===== config.mk =====
export PLATFORM = sky130hd
export DESIGN_NAME = i2s_mclk_gen
export DESIGN_NICKNAME = d
export VERILOG_FILES = /design/src/hw/arduboy_pkg.sv /design/src/hw/i2s_mclk_gen.sv
export SDC_FILE = /design/constraint.sdc
export NUM_CORES = 1
export LEC_CHECK = 0
export ABC_AREA = 1
export BUFFER_PORTS_ARGS = -buffer_cell sky130_fd_sc_hd__buf_2
export CAP_MARGIN = 25
export CELL_PAD_IN_SITES_DETAIL_PLACEMENT = 1
export CELL_PAD_IN_SITES_GLOBAL_PLACEMENT = 2
export CORE_AREA = 3 3 70 72
export CTS_CLUSTER_DIAMETER = 100
export DETAILED_ROUTE_END_ITERATION = 10
export DIE_AREA = 0 0 73 75
export GPL_ROUTABILITY_DRIVEN = 0
export PLACE_DENSITY = 0.81
export SLEW_MARGIN = 25
export SYNTH_ARGS = -nofsm -noshare
export SYNTH_HDL_FRONTEND = slang
export SYNTH_SLANG_ARGS = --single-unit

===== constraint.sdc =====
create_clock -name clk_74a -period 4.5 [get_ports clk_74a]
set_clock_uncertainty 0.2 [all_clocks]
set_input_delay 1.125 -clock clk_74a [delete_from_list [all_inputs] [get_ports clk_74a]]
set_output_delay 1.125 -clock clk_74a [all_outputs]
set_load 0.05 [all_outputs]

===== src/hw/arduboy_pkg.sv =====
/*
 * shared widths, rom geometry, audio constants and state enums
 * for the arduboy console shell; imported by the shell modules
 */

`default_nettype none

package arduboy_pkg;

  ////////////////////////////////////////////////////////////////////
  // bridge and program memory

  // one bridge address or data beat
  typedef logic [31:0] bridge_word_t;

  // core program word, big-endian pair of bytes
  typedef logic [15:0] rom_word_t;

  localparam int ROM_ADDR_W = 14;
  typedef logic [ROM_ADDR_W-1:0] rom_addr_t;

  // bridge byte window mapped onto the rom, 16k words
  localparam bridge_word_t ROM_WINDOW_BYTES = 32'd32768;

  ////////////////////////////////////////////////////////////////////
  // video, buttons and audio

  typedef logic [23:0] rgb_t;
  localparam rgb_t RGB_WHITE = 24'hffffff;

  // right, left, down, up, a, b
  localparam int BUTTON_COUNT = 6;

  // 12.288 MHz mclk from 74.25 MHz, two toggles per period
  localparam logic [21:0] MCLK_STEP    = 22'd245760;
  localparam logic [21:0] MCLK_MODULUS = 22'd742500;

  localparam int SAMPLE_W    = 32;
  localparam int ACTIVE_BITS = 16;

  typedef enum logic {load_idle, load_low_half} loader_state_e;
  typedef enum logic {chan_left, chan_right} i2s_channel_e;

endpackage

`default_nettype wire

===== src/hw/i2s_mclk_gen.sv =====
/*
 * fractional accumulator making the i2s master clock from clk_74a
 * mclk_rise pulses for one cycle as audio_mclk goes high
 */

`default_nettype none

module i2s_mclk_gen #(
  parameter logic [21:0] MCLK_STEP    = arduboy_pkg::MCLK_STEP,
  parameter logic [21:0] MCLK_MODULUS = arduboy_pkg::MCLK_MODULUS
) (
  input  wire  clk_74a,
  input  wire  rst,
  output logic audio_mclk,
  output logic mclk_rise
);

  // stays below modulus plus step, fits in 22 bits
  logic [21:0] accum;

  always_ff @(posedge clk_74a)
  begin
    if (rst)
    begin
      accum      <= '0;
      audio_mclk <= 1'b0;
      mclk_rise  <= 1'b0;
    end
    else
    begin
      mclk_rise <= 1'b0;
      if (accum >= MCLK_MODULUS)
      begin
        // wrap and still add this cycle's step
        accum      <= accum - MCLK_MODULUS + MCLK_STEP;
        audio_mclk <= ~audio_mclk;
        // low to high toggles only
        mclk_rise  <= ~audio_mclk;
      end
      else
      begin
        accum <= accum + MCLK_STEP;
      end
    end
  end

endmodule

`default_nettype wire


==> summary.txt, run 1 <==
Route
  • Routed WL per cell: 14.2 um
  • DRC Markers: 0
  • Drt total wl: 4200 um
  • Routed Antenna Nets: 0
  • 1st-pass router iterations: 4
  • Iter 0 DRT Violations: 94
  • Vias/cell: 4.95
  • Via count: 1464

STA
  • Final hold slack: 0.262 ns
  • Final setup vio count: 0
  • F_max: 450 MHz
  • RSZ-0062 raised after global routing: no
  • Total negative slack: 0 ns
  • Share of the clock period used by the worst path: 49.4%
  • Final Hold Fails: 0
  • Max Slew Vio Count: 0
  • Final critical-path required period: 2.22 ns
  • Slew headroom: 63.0%
  • Worst slew pin tran: 0.554 ns

Worst setup path
  • Sequence of cells on the critical path: buf_2
  • CP required: 3.17 ns
  • Crit-path slowest cell: dfxtp_1
  • Arrival time of the worst setup path: 0.90 ns
  • WS Path Type: reg -> out
  • FF-to-FF path depth: 11
  • FF-to-FF setup slack: 2.31 ns
  • CP Launch Type: flop
  • Crit Reg-Reg Startpoint: accum[2]
  • Worst r2r dst: accum[15]
  • CP max stage delay: 0.36 ns
  • CP Capture Type: primary output
  • CP Buf/Inv Count: 1
  • Crit-path leading delay family: flip-flops
  • Worst Path Max Fanout: 3

Synth
  • Post-Synth Adder-Cell Area: 5.03%
  • Area contributors post-synth: dfxtp_1 30%, nand2_1 18%, nor2_1 8.6%
  • Xor/xnor share of the synthesized area: 1.17%
  • Asr flop ratio synth: 0%
  • Largest family of logic cells by synthesized area: simple AND/OR/NAND/NOR gates
  • FF+latch count, synth: 22
  • Multiplexer share of the synthesized area: 0%
  • Leading area contributor after synthesis: dfxtp_1
  • Synth unique cells: 26
  • Post-synth EDFFs: 0
  • Avg Cell Area, Syn: 6.14 um2
  • Compound-gate portion of the synthesized area: 12.4%
  • Synth warn: 0
  • Mapped cell area: 1490 um2
  • Post-synthesis sequential area ratio: 29.5%
  • Mapped Nets: 251
  • Gate count after technology mapping: 243
  • Synth Flop Type: dfxtp_1
  • Share of the synthesized area in the top cell type: 29.5%
  • Simple-gate area share of the yosys netlist: 41.3%

Global routing
  • M1 GR Usage: 22.1%
  • Routing usage on met3: 2.94%
  • Largest net degree at the start of global routing: 33
  • GRT Util Overall: 17.2%
  • Global-route layer with the greatest usage: met2
  • Initial antenna violation count: 0
  • Met2 usage: 30.4%
  • First-pass GRT wire length: 7180 um
  • GR Overflow Total: 0
  • Vias in the first global route: 1443

Placed design
  • DP Wirelength: 3330 um
  • PortBufs: 3
  • Placed instance count: 292

Hold path
  • Worst Hold Class: reg -> reg
  • Hold path start: accum[21]
  • Hold path depth: 2
  • WHS Endpoint: accum[21]

CTS
  • Clock Tree Buf Depth: 2
  • CTS hold repair buffers: 0
  • Num CTS Buffers: 3
  • CTS tree: built
  • Resized cells post-CTS: 0
  • Latest clock arrival within the worst-skew pair: 0.26 ns
  • H-tree level count: 1
  • Post-CTS Setup Bufs: 0
  • Reg clk slew, reported paths: 0.08 ns
  • Root Driver: clkbuf_8
  • CTS sink count: 22

Final layout
  • Layout net count: 253
  • Final std cells w/o fill: 296
  • Fillcell total: 575
  • Fin util: 36.4%
  • Sequential Area: 440 um2
  • Most frequent cells in the layout: 70 x nand2_1, 34 x nor2_1, 24 x inv_1, 23 x nand3_1, 22 x dfxtp_1
  • Multi-input gate area: 893 um2
  • P&R area growth vs syn: 6.29%
  • Most common cell after layout, fill and taps aside: nand2_1
  • Layout cells sized above 1: 9.43%
  • ANT cells: 0

Power and ir drop
  • Internal Power: 537 uW
  • Pwr Density: 712 nW/um2
  • Lkg Pwr: 0.738 nW
  • NetSw: 592 uW
  • Sequential power share: 34.3%
  • Max IR drop VDD: 0.280 mV
  • Combinational share of power: 52.9%
  • Clock power share: 12.8%
  • Net Sw Frac: 52.4%

Die
  • Initial Utilization: 34.3%
  • Die height: 75 um
  • Die width: 73 um
  • Die footprint: 5480 um2
  • Area of the core: 4350 um2
  • I/O pins: 4
  • Site row count: 24

Outcome
  • Status: completed

Run
  • Max-cap violations: 0
-- registers in the layout (all words and copies together), names as in the netlist --
| register | flops |
|---|---|
| mclk_rise | 1 |
| accum | 20 |
| audio_mclk | 1 |
-- kinds of logic (layout without fill, tap and decap cells) --
family / count (synthesis) / count (layout)
simple gates: 141 / 141
buf+inv: 37 / 38
compound gates: 35 / 35
flops: 22 / 22
fa+ha+maj: 6 / 6
xor+xnor: 2 / 2
-- layout make-up --
type                       instances  area share [%]
tap                               52            4.10
multi-input combinational        184            56.4
timing repair buffer               3           0.947
inverter                          31            7.34
clock buffer                       4            3.47
sequential                        22            27.8
-- metrics by stage --
step	cell area, um2	total power, mW	setup slack (ns)
finish	1590	1.13	2.28
global route	1590	1.25	2.08
CTS	1590	1.14	2.27
detailed placement	1530	0.991	2.23
global placement	1530	0.989	2.26
floorplan	1490	0.847	2.56
-- power by group through the flow --
stage          sequential [mW]  clock (mW)  combinational [mW]
5_1_grt                  0.402       0.157               0.694
3_5_place_dp             0.392           0               0.599
2_1_floorplan            0.371           0               0.476
4_1_cts                  0.388       0.149               0.602
6_report                 0.387       0.144               0.598
3_3_place_gp             0.392           0               0.597
-- layer usage --
layer  up-vias  wire length (um)
met2         9              2040
met1       675              2050
met3         4                71
met4         0                32
li1        776                 -
met5         -                 0
-- worst max path at each step --
stage / from / endpoint / slack, ns / cells after the start
after floorplan: audio_mclk / audio_mclk / 2.56 / 0
after detailed placement: rst / accum[6] / 2.23 / 4
after global placement: rst / accum[2] / 2.26 / 4
final: audio_mclk / audio_mclk / 2.28 / 1
after global routing: accum[2] / accum[15] / 2.08 / 11
after CTS: audio_mclk / audio_mclk / 2.27 / 1
-- synthesized netlist by cell type (2+ instances only) --
| master | count |
|---|---|
| buf_2 | 3 |
| nand3_2 | 3 |
| buf_4 | 2 |
| nor2_2 | 3 |
| nand3_1 | 23 |
| inv_2 | 6 |
| nand4_1 | 3 |
| nand2_2 | 2 |
| ha_1 | 6 |
| xor2_1 | 2 |
| dfxtp_1 | 22 |
| a21oi_1 | 20 |
| nand2_1 | 70 |
| inv_1 | 24 |
| o21ai_0 | 7 |
| nor2_1 | 34 |
| o21ai_1 | 4 |
(Power assumes the default switching activity.)
==> inputs of run 2 (changes only) <==
Settings changed: CORE_AREA 3 3 70 72 to 3 3 72 74, DIE_AREA 0 0 73 75 to 0 0 75 77, PLACE_DENSITY 0.81 to 0.77.
Clock period 4.5 ns to 2.05 ns, I/O delays scaled along.
==> summary.txt, run 2 (synthesis results as in run 1) <==
CTS
  • Latest clock arrival within the worst-skew pair: 0.27 ns (was 0.26 ns)
  • CTS hold repair buffers: 0 (unchanged)
  • Reg clk slew, reported paths: 0.09 ns (was 0.08 ns)
  • H-tree level count: 1 (unchanged)
  • CTS tree: built (unchanged)
  • CTS sink count: 22 (unchanged)
  • Clock Tree Buf Depth: 2 (unchanged)
  • Root Driver: clkbuf_8 (unchanged)
  • Num CTS Buffers: 3 (unchanged)

Route
  • Drt total wl: 4340 um (was 4200 um)
  • Routed Antenna Nets: 0 (unchanged)
  • Vias/cell: 4.86 (was 4.95)
  • Via count: 1542 (was 1464)
  • Routed WL per cell: 13.7 um (was 14.2 um)
  • DRC Markers: 0 (unchanged)
  • 1st-pass router iterations: 4 (unchanged)
  • Iter 0 DRT Violations: 44 (was 94)

Hold path
  • Hold path start: accum[21] (unchanged)
  • WHS Endpoint: accum[21] (unchanged)
  • Worst Hold Class: reg -> reg (unchanged)
  • Hold path depth: 2 (unchanged)

STA
  • Final hold slack: 0.261 ns (was 0.262 ns)
  • F_max: 517 MHz
  • Worst slew pin tran: 0.324 ns (was 0.554 ns)
  • Final WS setup: 0.114 ns (was 2.28 ns)
  • Share of the clock period used by the worst path: 94.4%
  • Total negative slack: 0 ns (unchanged)
  • Max Slew Vio Count: 0 (unchanged)
  • Final Hold Fails: 0 (unchanged)
  • Final setup vio count: 0 (unchanged)
  • Slew headroom: 78.2% (was 63.0%)
  • Final critical-path required period: 1.94 ns

Placed design
  • Dpl cell area: 1640 um2 (was 1530 um2)
  • Placed instance count: 306 (was 292)
  • PortBufs: 3 (unchanged)
  • DP Wirelength: 3360 um (was 3330 um)
  • Pre-CTS setup slack: 0.0772 ns (was 2.23 ns)

Final layout
  • Layout net count: 272 (was 253)
  • Fillcell total: 646 (was 575)
  • Post-route cell area: 1760 um2 (was 1590 um2)
  • Layout cells sized above 1: 16.0% (was 9.43%)
  • Most frequent cells in the layout: 70 x nand2_1, 34 x nor2_1, 24 x inv_1, 23 x nand3_1, 22 x dfxtp_1 (unchanged)
  • Max reg flops: 20 (unchanged)
  • Final std cells w/o fill: 317 (was 296)
  • Top flop regs: accum x20, audio_mclk x1, mclk_rise x1 (unchanged)
  • P&R area growth vs syn: 18.1% (was 6.29%)
  • ANT cells: 0 (unchanged)
  • Sequential Area: 440 um2 (unchanged)
  • Multi-input gate area: 903 um2 (was 893 um2)
  • Most common cell after layout, fill and taps aside: nand2_1 (unchanged)
  • Top reg by flops: accum (unchanged)

Global routing
  • Vias in the first global route: 1543 (was 1443)
  • Initial antenna violation count: 0 (unchanged)
  • Largest net degree at the start of global routing: 21 (was 33)
  • GR Overflow Total: 0 (unchanged)
  • GRT Util Overall: 16.2% (was 17.2%)
  • First-pass GRT wire length: 7310 um (was 7180 um)

Worst setup path
  • CP Launch Type: flop (unchanged)
  • CP required: 2.02 ns (was 3.17 ns)
  • FF-to-FF path depth: 11 (unchanged)
  • Worst Path Max Fanout: 4 (was 3)
  • WS Path Type: reg -> reg (was reg -> out)
  • Arrival time of the worst setup path: 1.91 ns (was 0.90 ns)
  • Crit Reg-Reg Startpoint: accum[3] (was accum[2])
  • FF-to-FF setup slack: 0.11 ns (was 2.31 ns)
  • CP Capture Type: flop (was primary output)
  • Worst r2r dst: accum[19] (was accum[15])

Die
  • Die height: 77 um (was 75 um)
  • Area of the core: 4660 um2 (was 4350 um2)
  • Die width: 75 um (was 73 um)
  • Die footprint: 5780 um2 (was 5480 um2)
  • I/O pins: 4 (unchanged)
  • Initial Utilization: 32.0% (was 34.3%)
  • Site row count: 25 (was 24)

Power and ir drop
  • Lkg Pwr: 0.852 nW (was 0.738 nW)
  • Pwr Density: 1630 nW/um2 (was 712 nW/um2)
  • Max IR drop VDD: 0.667 mV (was 0.280 mV)

Run
  • Max-cap violations: 0 (unchanged)

Outcome
  • Status: completed (unchanged)
==> run 2: changes by cell type in the layout (fill, tap and decap cells not counted) <==
cell,change
buf_4,+17
buf_12,+1
bufinv_16,+1
clkbuf_8,-1
nand3_2,+1
==> run 2: metal layers <==
| metal | track usage, % | vias to the layer above | share of wire (%) |
|---|---|---|---|
| li1 | - | 813 | - |
| met1 | 22.2 | 716 | 50 |
| met2 | 26.5 | 8 | 48 |
| met3 | 1.97 | 5 | 1.3 |
| met4 | 4.27 | 0 | 1.1 |
| met5 | 0 | - | 0 |
==> run 2: power breakdown <==
| part | switching [mW] | internal (mW) | total (mW) | leakage [nW] |
|---|---|---|---|---|
| combinational | 1.03 | 0.641 | 1.67 | 0.635 |
| clock | 0.159 | 0.261 | 0.421 | 0.0357 |
| sequential | 0.181 | 0.598 | 0.779 | 0.181 |
| total | 1.37 | 1.50 | 2.87 | 0.852 |
==> run 2: final cells by class <==
class | instances | area share (%)
multi-input cells | 185 | 51.3
flip-flops and latches | 22 | 25.0
repair buffers | 21 | 9.23
inverters | 31 | 6.61
well taps | 54 | 3.84
clock buffers | 3 | 2.34
clock inverters | 1 | 1.70
==> run 2: timing repair <==
action                                  in CTS  in global routing
gates resized for setup                      0                  0
setup buffers                                0                  6
endpoints found under the setup margin       0                 13
==> run 2: through the flow <==
stage | utilization (%) | power, mW
2_1_floorplan | - | 1.86
3_3_place_gp | 35.1 | 2.36
3_5_place_dp | 35.1 | 2.36
4_1_cts | 36.6 | 2.80
5_1_grt | 37.8 | 3.16
6_report | 37.8 | 2.87
==> run 2: worst max-delay path: stages, from the launching register on <==
cell,delay [ns]
dfxtp_1,0.36
inv_1,0.07
ha_1,0.21
nand2_1,0.09
nand2_1,0.11
nand3_1,0.13
nand3_2,0.11
buf_4,0.16
nand3_2,0.08
nand2_1,0.08
a21oi_1,0.16
nor2_1,0.06
==> run 2: worst max-delay path by stage <==
stage / depth (start not counted) / end / from
finish: 11 / accum[19] / accum[3]
global route: 11 / accum[19] / accum[3]
CTS: 11 / accum[7] / accum[3]
detailed placement: 11 / accum[7] / accum[3]
global placement: 9 / accum[10] / accum[20]
floorplan: 11 / accum[15] / accum[2]
==> inputs of run 3 (changes only) <==
Settings changed: CORE_AREA 3 3 72 74 to 3 3 70 72, DIE_AREA 0 0 75 77 to 0 0 73 75, PLACE_DENSITY 0.77 to 0.81.
Clock period 2.05 ns to 2.4 ns, I/O delays scaled along.
==> summary.txt, run 3 (synthesis results as in run 1) <==
Outcome
  • Status: completed (unchanged)

Power and ir drop
  • Combinational share of power: 52.7% (was 58.2%)
  • Clock power share: 16.5% (was 14.7%)
  • Internal Power: 1.11 mW (was 1.50 mW)
  • Pwr Density: 1370 nW/um2 (was 1630 nW/um2)
  • Max IR drop VDD: 0.542 mV (was 0.667 mV)
  • Sequential power share: 30.9% (was 27.1%)
  • Lkg Pwr: 0.760 nW (was 0.852 nW)
  • Net Sw Frac: 50.2% (was 47.7%)
  • NetSw: 1.12 mW (was 1.37 mW)

Worst setup path
  • CP Capture Type: flop (unchanged)
  • CP Buf/Inv Count: 1 (was 2)
  • Crit path launch: accum[2] (was accum[3])
  • CP Launch Type: flop (unchanged)
  • CP max stage delay: 0.35 ns (was 0.36 ns)
  • WS Path Type: reg -> reg (unchanged)
  • Worst Path Max Fanout: 32 (was 4)
  • Arrival time of the worst setup path: 2.13 ns (was 1.91 ns)
  • Crit Reg-Reg Startpoint: accum[2] (was accum[3])
  • CP required: 2.38 ns (was 2.02 ns)
  • Worst path most repeated cell: nand2_1 (unchanged)
  • Crit-path leading delay family: simple AND/OR/NAND/NOR gates (unchanged)
  • Sequence of cells on the critical path: inv_1, ha_1, nand2_1, nand2_1, nand3_1, nand3_2, nand3_4, nand2_1, nand3_1, nand2_1, nor2_1 (was inv_1, ha_1, nand2_1, nand2_1, nand3_1, nand3_2, buf_4, nand3_2, nand2_1, a21oi_1, nor2_1)
  • Crit-path slowest cell: dfxtp_1 (unchanged)

Die
  • I/O pins: 4 (unchanged)
  • Die width: 73 um (was 75 um)
  • Die footprint: 5480 um2 (was 5780 um2)
  • Site row count: 24 (was 25)
  • Area of the core: 4350 um2 (was 4660 um2)
  • Initial Utilization: 34.3% (was 32.0%)
  • Die height: 75 um (was 77 um)

CTS
  • CTS hold repair buffers: 0 (unchanged)
  • Clock Tree Buf Depth: 2 (unchanged)
  • Root Driver: clkbuf_8 (unchanged)
  • Resized cells post-CTS: 0 (unchanged)
  • CTS sink count: 22 (unchanged)
  • Post-CTS Setup Bufs: 0 (unchanged)
  • CTS tree: built (unchanged)
  • H-tree level count: 1 (unchanged)
  • Reg clk slew, reported paths: 0.09 ns (about the same)
  • Num CTS Buffers: 3 (unchanged)
  • Latest clock arrival within the worst-skew pair: 0.27 ns (about the same)

STA
  • Final critical-path required period: 2.15 ns (was 1.94 ns)
  • Slew headroom: 59.8% (was 78.2%)
  • F_max: 464 MHz (was 517 MHz)
  • Final WS setup: 0.245 ns (was 0.114 ns)
  • Final setup vio count: 0 (unchanged)
  • Total negative slack: 0 ns (unchanged)
  • Max Slew Vio Count: 0 (unchanged)
  • RSZ-0062 raised after global routing: no
  • Final Hold Fails: 0 (unchanged)
  • Share of the clock period used by the worst path: 89.8% (was 94.4%)
  • Worst slew pin tran: 0.602 ns (was 0.324 ns)

Final layout
  • Most common cell after layout, fill and taps aside: nand2_1 (unchanged)
  • P&R area growth vs syn: 8.89% (was 18.1%)
  • Most frequent cells in the layout: 70 x nand2_1, 34 x nor2_1, 24 x inv_1, 23 x nand3_1, 22 x dfxtp_1 (unchanged)
  • Layout cells sized above 1: 10.5% (was 16.0%)
  • Top flop regs: accum x20, audio_mclk x1, mclk_rise x1 (unchanged)
  • ANT cells: 0 (unchanged)
  • Top reg by flops: accum (unchanged)
  • Layout net count: 256 (was 272)
  • Max reg flops: 20 (unchanged)

Global routing
  • Vias in the first global route: 1425 (was 1543)
  • GRT Util Overall: 17.0% (was 16.2%)
  • First-pass GRT wire length: 7030 um (was 7310 um)
  • GR Overflow Total: 0 (unchanged)
  • Largest net degree at the start of global routing: 33 (was 21)
  • Initial antenna violation count: 0 (unchanged)

Route
  • Routed WL per cell: 13.8 um (was 13.7 um)
  • Drt total wl: 4140 um (was 4340 um)
  • Vias/cell: 4.96 (was 4.86)
  • Iter 0 DRT Violations: 55 (was 44)
  • 1st-pass router iterations: 4 (unchanged)
  • Routed Antenna Nets: 0 (unchanged)
  • Via count: 1483 (was 1542)
  • DRC Markers: 0 (unchanged)

Placed design
  • PortBufs: 3 (unchanged)
  • Pre-CTS setup slack: 0.244 ns (was 0.0772 ns)
  • DP Wirelength: 3200 um (was 3360 um)

Run
  • Max-cap violations: 0 (unchanged)

Hold path
  • Hold path start: accum[21] (unchanged)
  • Worst Hold Class: reg -> reg (unchanged)
run 3: cell type report:
type / instances / area, um2
multi-input combinational: 184 / 893
sequential: 22 / 440
inverter: 31 / 116
tap: 52 / 65.1
clock inverter: 1 / 30.0
fill: 590 / 2730
clock buffer: 3 / 41.3
timing repair buffer: 6 / 37.5
run 3: per-stage QoR:
step	power, mW	area (um2)	utilization (%)	std cells	hold slack [ns]
after floorplan	1.59	1490	-	243	0.228
after global placement	1.86	1550	35.7	295	0.242
after detailed placement	1.88	1550	35.7	295	0.243
after CTS	2.26	1620	37.3	299	0.259
after global routing	2.46	1620	37.3	299	0.323
final	2.23	1620	37.3	299	0.255
run 3: metal layers:
metal	part of all wire (%)	vias up	routed length [um]	global-route usage [%]
met1	50	693	2080	22.1
met3	1.8	4	76	3.20
met4	1.5	0	61	4.51
met2	46	8	1920	28.8
li1	-	778	-	-
met5	0	-	0	0
run 3: power groups by stage:
stage | sequential [mW] | clock (mW) | combinational, mW
3_3_place_gp | 0.694 | 0 | 1.17
5_1_grt | 0.715 | 0.387 | 1.36
3_5_place_dp | 0.699 | 0 | 1.18
2_1_floorplan | 0.697 | 0 | 0.893
4_1_cts | 0.690 | 0.378 | 1.19
6_report | 0.688 | 0.367 | 1.17
run 3: worst paths after layout:
path	end	slack [ns]	cells past startpoint
setup reg to reg	accum[19]	0.25	11
hold / removal	accum[21]	0.25	2
hold reg to reg	accum[21]	0.25	2
setup / recovery	accum[19]	0.25	11
run 3: worst reg2reg max path: stages, from the launching register on:
cell and delay, ns:
dfxtp_1 0.35, inv_1 0.08, ha_1 0.19, nand2_1 0.08, nand2_1 0.14, nand3_1 0.17, nand3_2 0.13, nand3_4 0.31
nand2_1 0.22, nand3_1 0.09, nand2_1 0.06, nor2_1 0.04
